<file path="src/rtl/mmu_pkg.sv">
/*
 * shared definitions of the memory management unit
 * TLB sizes, page and entry structs, the TLB write strobe and lookup result,
 * memory command, exception code and access state enums,
 * and a helper that classifies store commands
 */

package mmu_pkg;

	// TLB geometry
	localparam int tlb_nr_entry = 8;
	localparam int tlb_index_width = 3;

	// address field widths
	localparam int vpn2_width = 19;
	localparam int pfn_width = 20;
	localparam int page_offset_width = 12;

	// top nibble range of the direct-mapped window
	localparam logic [3:0] window_lo = 4'h8;
	localparam logic [3:0] window_hi = 4'hb;

	// one half of a TLB entry, dirty means writable
	typedef struct packed {
		logic [pfn_width-1:0] pfn;
		logic dirty;
		logic valid;
	} tlb_page_t;

	// odd page sits above the even page
	typedef struct packed {
		logic [vpn2_width-1:0] vpn2;
		tlb_page_t odd;
		tlb_page_t even;
	} tlb_entry_t;

	typedef struct packed {
		logic enable;
		logic [tlb_index_width-1:0] index;
		tlb_entry_t entry;
	} tlb_write_t;

	typedef struct packed {
		logic hit;
		logic writable;
		logic [31:0] paddr;
	} tlb_result_t;

	typedef enum logic [2:0] {
		mem_opt_none = 3'd0,
		mem_opt_lw = 3'd1,
		mem_opt_lbs = 3'd2,
		mem_opt_lbu = 3'd3,
		mem_opt_sb = 3'd4,
		mem_opt_sw = 3'd5
	} mem_opt_e;

	// MIPS cause register codes
	typedef enum logic [4:0] {
		exc_none = 5'd0,
		exc_tlb_mod = 5'd1,
		exc_tlbl = 5'd2,
		exc_tlbs = 5'd3,
		exc_adel = 5'd4,
		exc_ades = 5'd5
	} exc_code_e;

	typedef enum logic [1:0] {
		state_idle = 2'd0,
		state_merge_byte = 2'd1,
		state_do_write = 2'd2
	} access_state_e;

	function automatic logic mem_opt_is_write(input mem_opt_e opt);
		return opt == mem_opt_sb || opt == mem_opt_sw;
	endfunction

endpackage

</file>
<file path="src/rtl/tlb_slot.sv">
/*
 * single TLB slot
 * holds one even/odd page pair, loads it from the write strobe
 * when addressed, and reports a hit on the even or odd page
 */

`timescale 1ns/100ps

module tlb_slot #(
	parameter int unsigned slot_index = 0
) (
	input logic clk,
	input logic rst,
	input mmu_pkg::tlb_write_t tlb_write,
	input logic [31:0] vaddr,
	output logic hit_even,
	output logic hit_odd,
	output mmu_pkg::tlb_entry_t entry
);

	localparam logic [mmu_pkg::tlb_index_width-1:0] my_index =
		slot_index[mmu_pkg::tlb_index_width-1:0];

	logic write_here;
	logic vpn_match;
	logic odd_page;

	// write decode for this slot only
	assign write_here = tlb_write.enable && tlb_write.index == my_index;

	// entry is cleared on reset so nothing matches until software loads it
	always_ff @(posedge clk) begin
		if (rst) begin
			entry <= '0;
		end else if (write_here) begin
			entry <= tlb_write.entry;
		end
	end

	// vpn2 covers a pair of 4 KB pages
	assign vpn_match = entry.vpn2 == vaddr[31:32-mmu_pkg::vpn2_width];

	// bit 12 picks the odd page of the pair
	assign odd_page = vaddr[mmu_pkg::page_offset_width];

	assign hit_even = vpn_match && !odd_page && entry.even.valid;
	assign hit_odd = vpn_match && odd_page && entry.odd.valid;

endmodule

</file>
<file path="src/rtl/tlb_merge.sv">
/*
 * TLB result merge
 * folds the per-slot hits into one frame number and dirty bit,
 * adds the direct-mapped window and forms the physical address
 */

`timescale 1ns/100ps

module tlb_merge (
	input logic [31:0] vaddr,
	input logic [mmu_pkg::tlb_nr_entry-1:0] hit_even,
	input logic [mmu_pkg::tlb_nr_entry-1:0] hit_odd,
	input mmu_pkg::tlb_entry_t entries [0:mmu_pkg::tlb_nr_entry-1],
	output mmu_pkg::tlb_result_t result
);

	logic [mmu_pkg::pfn_width-1:0] sel_pfn;
	logic sel_dirty;
	logic mapped_hit;
	logic window_hit;

	// at most one page hits, so an OR of the masked fields selects it
	always_comb begin
		sel_pfn = '0;
		sel_dirty = 1'b0;
		for (int i = 0; i < mmu_pkg::tlb_nr_entry; i++) begin
			sel_pfn = sel_pfn
				| ({mmu_pkg::pfn_width{hit_even[i]}} & entries[i].even.pfn)
				| ({mmu_pkg::pfn_width{hit_odd[i]}} & entries[i].odd.pfn);
			sel_dirty = sel_dirty
				| (hit_even[i] & entries[i].even.dirty)
				| (hit_odd[i] & entries[i].odd.dirty);
		end
	end

	assign mapped_hit = |{hit_even, hit_odd};

	// 0x80000000 to 0xbfffffff bypasses the TLB
	assign window_hit = vaddr[31:28] >= mmu_pkg::window_lo
		&& vaddr[31:28] <= mmu_pkg::window_hi;

	always_comb begin
		result.hit = window_hit || mapped_hit;
		result.writable = window_hit || sel_dirty;
		if (window_hit) begin
			result.paddr = {3'b000, vaddr[28:0]};
		end else begin
			result.paddr = {sel_pfn, vaddr[mmu_pkg::page_offset_width-1:0]};
		end
	end

endmodule

</file>
<file path="src/rtl/mmu_access.sv">
/*
 * MMU access controller
 * virtual address selection, exception resolution, load byte extraction,
 * busy generation and the store state machine that drives the
 * physical memory write, including the read-modify-write for byte stores
 */

`timescale 1ns/100ps

module mmu_access (
	input logic clk,
	input logic rst,

	input logic [31:0] instr_addr,
	output logic [31:0] instr_out,

	input mmu_pkg::mem_opt_e data_opt,
	input logic [31:0] data_addr,
	input logic [31:0] data_in,
	output logic [31:0] data_out,
	output logic busy,
	output mmu_pkg::exc_code_e exc_code,

	output logic [31:0] vaddr,
	input mmu_pkg::tlb_result_t tlb_result,

	input logic [31:0] dev_mem_data_in,
	output logic [31:0] dev_mem_data_out,
	output logic dev_mem_is_write,
	input logic dev_mem_busy
);

	mmu_pkg::access_state_e state;

	logic is_write;
	logic fetch_sel;
	logic [31:0] raw_addr;
	logic [1:0] lane;
	logic [7:0] lane_byte;
	logic accept;

	assign is_write = mmu_pkg::mem_opt_is_write(data_opt);

	// fetch uses the port only while idle and no data command is pending
	assign fetch_sel = state == mmu_pkg::state_idle && data_opt == mmu_pkg::mem_opt_none;
	assign raw_addr = fetch_sel ? instr_addr : data_addr;
	assign lane = raw_addr[1:0];

	// the TLB always sees a word address
	assign vaddr = {raw_addr[31:2], 2'b00};

	// instruction word comes straight from memory
	assign instr_out = dev_mem_data_in;

	// later checks override earlier ones
	always_comb begin
		exc_code = mmu_pkg::exc_none;
		if (lane != 2'b00) begin
			if (state == mmu_pkg::state_idle
					&& (data_opt == mmu_pkg::mem_opt_lw
					|| data_opt == mmu_pkg::mem_opt_none)) begin
				exc_code = mmu_pkg::exc_adel;
			end
			if (data_opt == mmu_pkg::mem_opt_sw) begin
				exc_code = mmu_pkg::exc_ades;
			end
		end
		if (!tlb_result.hit) begin
			if (is_write) begin
				exc_code = mmu_pkg::exc_tlbs;
			end else begin
				exc_code = mmu_pkg::exc_tlbl;
			end
		end else if (!tlb_result.writable && is_write) begin
			exc_code = mmu_pkg::exc_tlb_mod;
		end
	end

	// stores always take extra cycles, loads only under memory back-pressure
	assign busy = (state != mmu_pkg::state_idle || dev_mem_busy || is_write)
		&& exc_code == mmu_pkg::exc_none;

	// byte lane of the memory word
	always_comb begin
		case (lane)
			2'd0: lane_byte = dev_mem_data_in[7:0];
			2'd1: lane_byte = dev_mem_data_in[15:8];
			2'd2: lane_byte = dev_mem_data_in[23:16];
			default: lane_byte = dev_mem_data_in[31:24];
		endcase
	end

	always_comb begin
		case (data_opt)
			mmu_pkg::mem_opt_lw: data_out = dev_mem_data_in;
			mmu_pkg::mem_opt_lbs: data_out = {{24{lane_byte[7]}}, lane_byte};
			mmu_pkg::mem_opt_lbu: data_out = {24'h000000, lane_byte};
			default: data_out = 32'h00000000;
		endcase
	end

	// a command is taken once memory is free and no exception blocks it
	assign accept = state == mmu_pkg::state_idle && !dev_mem_busy
		&& data_opt != mmu_pkg::mem_opt_none && exc_code == mmu_pkg::exc_none;

	always_ff @(posedge clk) begin
		if (rst) begin
			state <= mmu_pkg::state_idle;
		end else begin
			case (state)
				mmu_pkg::state_idle: begin
					if (accept && data_opt == mmu_pkg::mem_opt_sb) begin
						state <= mmu_pkg::state_merge_byte;
					end else if (accept && data_opt == mmu_pkg::mem_opt_sw) begin
						state <= mmu_pkg::state_do_write;
					end
				end
				mmu_pkg::state_merge_byte: state <= mmu_pkg::state_do_write;
				mmu_pkg::state_do_write: state <= mmu_pkg::state_idle;
				default: state <= mmu_pkg::state_idle;
			endcase
		end
	end

	// write data register
	// the new byte rides in bits 7:0 until the old word is read back
	always_ff @(posedge clk) begin
		if (accept) begin
			dev_mem_data_out <= data_in;
		end else if (state == mmu_pkg::state_merge_byte) begin
			case (lane)
				2'd0: dev_mem_data_out <= {dev_mem_data_in[31:8], dev_mem_data_out[7:0]};
				2'd1: dev_mem_data_out <= {dev_mem_data_in[31:16], dev_mem_data_out[7:0],
					dev_mem_data_in[7:0]};
				2'd2: dev_mem_data_out <= {dev_mem_data_in[31:24], dev_mem_data_out[7:0],
					dev_mem_data_in[15:0]};
				default: dev_mem_data_out <= {dev_mem_data_out[7:0], dev_mem_data_in[23:0]};
			endcase
		end
	end

	assign dev_mem_is_write = state == mmu_pkg::state_do_write;

endmodule

</file>
<file path="src/rtl/mmu.sv">
/*
 * memory management unit top level
 * access controller, array of TLB slots and the result merge
 */

`timescale 1ns/100ps

module mmu (
	input logic clk,
	input logic rst,

	input mmu_pkg::tlb_write_t tlb_write,

	input logic [31:0] instr_addr,
	output logic [31:0] instr_out,

	input mmu_pkg::mem_opt_e data_opt,
	input logic [31:0] data_addr,
	input logic [31:0] data_in,
	output logic [31:0] data_out,
	output logic busy,
	output mmu_pkg::exc_code_e exc_code,

	// physical memory port
	output logic [31:0] dev_mem_addr,
	input logic [31:0] dev_mem_data_in,
	output logic [31:0] dev_mem_data_out,
	output logic dev_mem_is_write,
	input logic dev_mem_busy
);

	logic [31:0] vaddr;
	mmu_pkg::tlb_result_t tlb_result;
	logic [mmu_pkg::tlb_nr_entry-1:0] hit_even;
	logic [mmu_pkg::tlb_nr_entry-1:0] hit_odd;
	mmu_pkg::tlb_entry_t entries [0:mmu_pkg::tlb_nr_entry-1];

	mmu_access u_access (
		.clk(clk),
		.rst(rst),
		.instr_addr(instr_addr),
		.instr_out(instr_out),
		.data_opt(data_opt),
		.data_addr(data_addr),
		.data_in(data_in),
		.data_out(data_out),
		.busy(busy),
		.exc_code(exc_code),
		.vaddr(vaddr),
		.tlb_result(tlb_result),
		.dev_mem_data_in(dev_mem_data_in),
		.dev_mem_data_out(dev_mem_data_out),
		.dev_mem_is_write(dev_mem_is_write),
		.dev_mem_busy(dev_mem_busy)
	);

	// every slot sees the same write strobe and picks out its own index
	for (genvar i = 0; i < mmu_pkg::tlb_nr_entry; i++) begin : g_slot
		tlb_slot #(
			.slot_index(i)
		) u_slot (
			.clk(clk),
			.rst(rst),
			.tlb_write(tlb_write),
			.vaddr(vaddr),
			.hit_even(hit_even[i]),
			.hit_odd(hit_odd[i]),
			.entry(entries[i])
		);
	end

	tlb_merge u_merge (
		.vaddr(vaddr),
		.hit_even(hit_even),
		.hit_odd(hit_odd),
		.entries(entries),
		.result(tlb_result)
	);

	assign dev_mem_addr = tlb_result.paddr;

endmodule

</file>
<file path="config.mk">
export PLATFORM = sky130hd
export DESIGN_NAME = mmu
export DESIGN_NICKNAME = d
export VERILOG_FILES = /design/src/rtl/mmu_pkg.sv /design/src/rtl/tlb_slot.sv /design/src/rtl/tlb_merge.sv /design/src/rtl/mmu_access.sv /design/src/rtl/mmu.sv
export SDC_FILE = /design/constraint.sdc
export NUM_CORES = 1
export LEC_CHECK = 0
export BUFFER_PORTS_ARGS = -buffer_cell sky130_fd_sc_hd__buf_2
export CAP_MARGIN = 20
export CORE_AREA = 3 3 164 285
export DETAILED_ROUTE_END_ITERATION = 12
export DIE_AREA = 0 0 167 288
export PLACE_DENSITY = 0.83
export SYNTH_ARGS = -nofsm -noshare
export SYNTH_HDL_FRONTEND = slang
export SYNTH_SLANG_ARGS = --single-unit
</file>
<file path="constraint.sdc">
create_clock -name clk -period 5.5 [get_ports clk]
set_input_delay 0.275 -clock clk [delete_from_list [all_inputs] [get_ports clk]]
set_output_delay 0.275 -clock clk [all_outputs]
set_load 0.005 [all_outputs]
</file>
Yosys cells after proc, flatten, opt, wreduce, memory -nomap -nowiden --
Index checks and enable logic that the tools add are counted.
Word-level totals: output and inout port bits 135, register bits 538, logic and storage cells 235
Operators by class: reductions and logical operators 70, multiplexer cells 16, eq/ne operators 26, magnitude comparators 2, bitwise operators 62
Operators by type and width (number):
- bitwise AND 20 bit | 16
- OR 20 bit | 15
- one-hot mux 32 bit (3 select lines) | 2
- equality test 19 bit | 8
- 2-to-1 mux 32 bit | 4
- logical AND 1 bit | 50
- one-hot mux 8 bit (3 select lines) | 1
- equality test 3 bit, second input constant | 6
- bitwise AND 1 bit | 16
- OR reduction 16 bit | 1
- 2-to-1 mux 5 bit | 3
- OR 1 bit | 15
- equality test 3 x 2 -> 1 bit, second input constant | 4
- equality test 3 x 1 -> 1 bit, second input constant | 2
- zero test 3 bit | 2
- logical OR 1 bit | 6
- 2-to-1 mux 3 bit | 2
- nonzero test 2 bit | 3
- zero test 5 bit | 1
- equality test 2 x 1 -> 1 bit, second input constant | 2
- equality test 2 bit, second input constant | 2
- greater-or-equal comparator 4 bit, second input constant | 1
- <= comparator 4 bit, second input constant | 1
- zero test 2 bit | 2
- other kinds (8) | 11

Longest topological paths before layout --
depth in word-level cells 33, depth in mapped cells 17

Modules after synthesis --
A second synthesis with hierarchy kept.
Unflattened totals: cell total of the unflattened synthesis 3089, area, all modules 24594.8 sq um
Modules (own cells, without submodules):
- tlb_slot at g_slot[3].u_slot ... | cells each 302, times used 3, area each 2378.5 sq um
- tlb_slot at g_slot[1].u_slot ... | cells each 303, times used 2, area each 2388.5 sq um
- mmu_access | cells each 387, times used 1, area each 3334.4 sq um
- tlb_slot at g_slot[0].u_slot | cells each 302, times used 1, area each 2472.4 sq um
- tlb_slot at g_slot[4].u_slot | cells each 303, times used 1, area each 2374.8 sq um
- tlb_slot at g_slot[7].u_slot | cells each 302, times used 1, area each 2374.8 sq um
- tlb_merge | cells each 283, times used 1, area each 2125.8 sq um

Least setup slack after synthesis --
No wires, ideal clock.
kind register -> register, start point register u_access.state[0], end point register u_access.dev_mem_data_out[10] (enable), setup time 0.380 ns, buffers on the path 4, stages on the path, launching flop included 15, arrival 4.115 ns, setup slack 1.005 ns, path through dfxtp_1 > buf_2 > or4_4 > o21ai_4 > and2_0 > buf_2 > nor2_1 > or4_1 > clkbuf_1 > nor4_4 > a22oi_1 > and3_1 > a211oi_4 > buf_4 > a21o_1
Between the ends: cells in the longest elaborated chain, start to end 30, elaborated cells on any way between the ends 96, those cells by class order compare (2); eq/ne (9); mux (6); bitwise (31); reduce/logical (48)
Ends and longest elaborated chain:
- from (decl) | RTL line mmu_access.sv:33 | mmu_pkg::access_state_e state;
- from (signal assigned) | RTL line mmu_access.sv:108 | state <= mmu_pkg::state_idle;
- from (signal assigned) | RTL line mmu_access.sv:113 | state <= mmu_pkg::state_merge_byte;
- from (signal assigned) | RTL line mmu_access.sv:115 | state <= mmu_pkg::state_do_write;
- zero test 2 bit | RTL line mmu_access.sv:45, mmu_access.sv:59, mmu_access.sv:103
- logical AND 1 bit | RTL line mmu_access.sv:45 | assign fetch_sel = state == mmu_pkg::state_idle && data_opt == mmu_pkg::mem_opt_none;
- 2-to-1 mux 32 bit | RTL line mmu_access.sv:46 | assign raw_addr = fetch_sel ? instr_addr : data_addr;
- equality test 19 bit or zero test 1 bit (tied branches) | RTL line tlb_slot.sv:41, tlb_slot.sv:46
- logical AND 1 bit, on equally long branches (2 in series) | RTL line tlb_slot.sv:46, tlb_slot.sv:47
- bitwise AND 1 bit, on equally long branches | RTL line tlb_merge.sv:31, tlb_merge.sv:32
- OR 1 bit | RTL line tlb_merge.sv:32 | | (hit_odd[i] & entries[i].odd.dirty);
- OR 1 bit | RTL line tlb_merge.sv:31 | | (hit_even[i] & entries[i].even.dirty)
- [13 not listed]
- logical OR 1 bit | RTL line tlb_merge.sv:44 | result.writable = window_hit || sel_dirty;
- zero test 1 bit | RTL line mmu_access.sv:74 | end else if (!tlb_result.writable && is_write) begin
- logical AND 1 bit | RTL line mmu_access.sv:74
- 2-to-1 mux 5 bit | RTL line mmu_access.sv:74
- 2-to-1 mux 5 bit | RTL line mmu_access.sv:68 | if (!tlb_result.hit) begin
- zero test 5 bit | RTL line mmu_access.sv:104 | && data_opt != mmu_pkg::mem_opt_none && exc_code == mmu_pkg::exc_none;
- logical AND 1 bit | RTL line mmu_access.sv:104
- nonzero test 2 bit (no line) *
- to (signal assigned) | RTL line mmu_access.sv:129 | dev_mem_data_out <= data_in;
- to (signal assigned) | RTL line mmu_access.sv:132 | 2'd0: dev_mem_data_out <= {dev_mem_data_in[31:8], dev_mem_data_out[7:0]};
- to (signal assigned) | RTL line mmu_access.sv:133 | 2'd1: dev_mem_data_out <= {dev_mem_data_in[31:16], dev_mem_data_out[7:0],
- to (decl) | RTL line mmu_access.sv:28 | output logic [31:0] dev_mem_data_out,
Every way passes the cells marked *; elsewhere a longest branch is shown, timed or not. A chain may end at the register's enable or synchronous reset.

Worst setup path after layout --
start point register u_access.state[1], end point output dev_mem_addr[20]
Between the ends: cells in the longest elaborated chain, start to end 23, elaborated cells on any way between the ends 79, those cells by class order compare (2); eq/ne (8); mux (2); bitwise (31); reduce/logical (36)
Ends and longest elaborated chain:
- zero test 2 bit * | RTL line mmu_access.sv:45
- logical AND 1 bit * | RTL line mmu_access.sv:45
- 2-to-1 mux 32 bit * | RTL line mmu_access.sv:46
- equality test 19 bit or zero test 1 bit (tied branches) | RTL line tlb_slot.sv:41, tlb_slot.sv:46
- logical AND 1 bit, on equally long branches (2 in series) | RTL line tlb_slot.sv:46, tlb_slot.sv:47
- bitwise AND 20 bit, on equally long branches | RTL line tlb_merge.sv:28, tlb_merge.sv:29
- OR 20 bit | RTL line tlb_merge.sv:29 | | ({mmu_pkg::pfn_width{hit_odd[i]}} & entries[i].odd.pfn);
- OR 20 bit | RTL line tlb_merge.sv:28 | | ({mmu_pkg::pfn_width{hit_even[i]}} & entries[i].even.pfn)
- [6 not listed]
- OR 20 bit | RTL line tlb_merge.sv:29
- OR 20 bit | RTL line tlb_merge.sv:28
- OR 20 bit | RTL line tlb_merge.sv:29
- OR 20 bit | RTL line tlb_merge.sv:28
- OR 20 bit | RTL line tlb_merge.sv:29
- OR 20 bit | RTL line tlb_merge.sv:28
- OR 20 bit | RTL line tlb_merge.sv:29
- 2-to-1 mux 32 bit * | RTL line tlb_merge.sv:45 | if (window_hit) begin
- to (decl) | RTL line mmu.sv:25 | output logic [31:0] dev_mem_addr,
Marked as above.

==> impl_metrics.toml <==
[floorplan]
top_level_ports = 336
die_h_um = 288
die_area_mm2 = 0.0481
std_cell_rows = 102
dieWidth_um = 167
start_util_pct = 58.9
core_area_mm2 = 0.0445

[grt]
grt_max_degree = 171
grt_pass1_vias = 26407
antenna_found_initial = 17
overflow = 0
track_usage_pct = 47.2
grt_pass1_wl_um = 171000

[power_and_ir_drop]
switching_power_w = 0.00241
switching_share_pct = 27.6
p_leak_nw = 10.9
power.clock.fraction_pct = 41.0
p_comb_share_pct = 12.1
p_int_w = 0.00632
p_seq_share_pct = 46.9
p_per_area_mw_per_mm2 = 292
ir_worst_vdd_mv = 0.287

[clocking]
cts_tree = "yes"
clk_path_buf_depth = 3
clk_transition_reported_paths_ns = 0.07
root_buffer = "clkbuf_16"
insertion_delay_ns = 0.62
htreeDepth = 2
numCtsBuffers = 47
cts_sinks = 538

[sta]
hold_slack_ns = -0.0107
timing.final.ws_setup_ns = 0.0570
fmax_mhz = 184
rsz0062_at_grt = "false"
fin_tns_setup_ns = 0
worst_pin_slew_ns = 1.59
fin_crit_sh_pct = 99.0
min_period_ns = 5.44
relSlewSlack_pct = -5.67
finalSetupViolCount = 0
slew_violations = 1
skew_ns = 0.0320
finalHoldViolCount = 19

[synth]
synthArstFlopShare_pct = 0
synth_top_area_share_pct = 38.6
synthFlopType = "dfxtp_1"
ys_warn_count = 0
avgSynthCellArea_um2 = 7.56
synth_seq_cells = 538
yosysTopAreaCell = "dfxtp_1"
yosysUniqueCellTypes = 75
synth-edff-count = 32
synth_common_cells = "nand2_1, a21oi_1, dfxtp_1"
synthesis.area_mm2 = 0.0262
synth.most_common_cell = "nand2_1"
yosys-top-cells-area = "dfxtp_1, nand2_1, a21oi_1, edfxtp_1, clkbuf_1"
postSynthCellCount = 3469
synth-seq-area-share_pct = 42.3

[setup_path]
critPathKind = "flop to output pin"
path_cells = "nor4_4 -> nand2_2 -> buf_4 -> buf_4 -> nor4_1 -> o22a_1 -> o2111ai_1 -> nor2_4 -> buf_4 -> a22oi_1 -> nand4_1 -> a2bb2oi_1 -> buf_2"
cp_max_fo = 21
critPathTopFamily = "simple AND/OR/NAND/NOR gates"
worst_path_largest_cell_delay_ns = 0.65
start_kind = "flop"
slowest_stage = "nor4_4"
cp.required_ns = 5.22
arrival_ns = 5.17
critPathBufInv = 4
end_kind = "output pin"
crit_path_frequent_cell = "buf_4"

[routing]
remaining_drc_errors = 0
drt_iter0_drc = 4232
antenna_left = 0
wl_per_cell_um = 27.9
num_vias = 28152
first_pass_iters = 7
drt-vias-per-instance = 6.67
wl_um = 118000

[finish]
post-route-util_pct = 67.1
layout.nets = 3798
final_layout_size_suffix_gt1_share_pct = 15.2
syn_to_final_growth_pct = 13.9

[status]
violations = "negative hold slack, max-slew violations"
status = "complete, but fails checks"

[min_path]
hold_class = "primary input to flop"

[place]
dp_hpwl_um = 75800
numPortBuffers = 331
place.gp.congestion = 1.09
pre_cts_ws_ns = 0.788

[job]
drv_cap = 0
[layer usage]
| layer | GRT usage, % | wire length, um | vias to the layer above |
|---|---|---|---|
| li1 | - | - | 12078 |
| met1 | 47.9 | 36100 | 12984 |
| met2 | 74.6 | 52600 | 2241 |
| met3 | 17.0 | 14400 | 835 |
| met4 | 44.1 | 14400 | 14 |
| met5 | 1.45 | 137 | - |
[power by group through the flow]
stage	sequential (W)	combinational [W]	clock, W
floorplan	0.00415	0.000577	0
global placement	0.00418	0.000955	0
detailed placement	0.00418	0.000963	0
CTS	0.00409	0.000989	0.00355
global route	0.00410	0.00109	0.00371
finish	0.00409	0.00106	0.00358
[through the flow]
step	area, um^2	cells	total power [W]
2_1_floorplan	26300	3472	0.00473
3_3_place_gp	27800	4075	0.00513
3_5_place_dp	27800	4075	0.00514
4_1_cts	29800	4200	0.00863
5_1_grt	29900	4211	0.00891
6_report	29900	4220	0.00873
[cell families (layout without fill, tap and decap cells)]
logic type             count (synthesis)  after routing  share of synthesized area (%)
other                                  1             17                         0.0143
XOR/XNOR                             152            152                           5.07
buffers and inverters                439            602                           7.21
flip-flops                           538            538                           42.3
AO/OA/AOI/OAI                        895            895                           21.2
multiplexers                          62             62                           2.64
AND/OR/NAND/NOR                     1382           1382                           21.6
[cell type report]
class,instances,area (um^2)
Tap cell,572,716
Fill cell,3884,14600
Inverter,78,293
Antenna cell,13,32.5
Multi-Input combinational cell,2495,13500
Clock buffer,60,1290
Clock inverter,27,350
Sequential cell,538,11100
Timing Repair Buffer,437,2640
[final timing paths]
path / from / end / slack [ns] / depth (start not counted)
worst max register to register: u_access.state[0] / u_access.dev_mem_data_out[21] / 0.75 / 13
worst min register to register: g_slot[4].u_slot.entry[4] / g_slot[4].u_slot.entry[4] / 0.45 / 2
worst min-delay path: tlb_write[41] / g_slot[5].u_slot.entry[41] / -0.01 / 3
worst max-delay path: u_access.state[1] / dev_mem_addr[20] / 0.06 / 13
[flip-flops by register name (all words and copies together), names as in the netlist]
signal and count:
u_access.dev_mem_data_out 32, u_access.state 2, g_slot.u_slot.entry 504
[tightest hold or removal path: cells and delay by family]
kind / cells / cell delay [ns]
and+or+nand+nor: 1 / 0.07
buffers and inverters: 1 / 0.16
AOI/OAI and AO/OA: 1 / 0.05
[repair_timing]
| item | in CTS | in global routing |
|---|---|---|
| endpoints found under the hold margin | 129 | 5 |
| setup buffers | 0 | 0 |
| hold buffers | 38 | 5 |
| gates resized for setup | 0 | 1 |
| endpoints found under the setup margin | 0 | 5 |
[layout by cell type (no fill, tap or decap), types with 20 or more instances in the layout]
cell,count
nand2_1,1127
a21oi_1,540
dfxtp_1,506
buf_2,330
xnor2_1,81
inv_1,78
a22oi_1,75
xor2_1,71
buf_4,57
nand3_1,53
a222oi_1,50
clkbuf_16,48
dlygate4sd3_1,43
a221oi_1,38
o22ai_1,36
nand4_1,34
edfxtp_1,32
nor2_1,30
o21ai_0,28
mux2_2,28
nor4_1,26
a21o_1,26
nor3_1,20
mux2_1,20
Power figures use the tool's default switching activity.
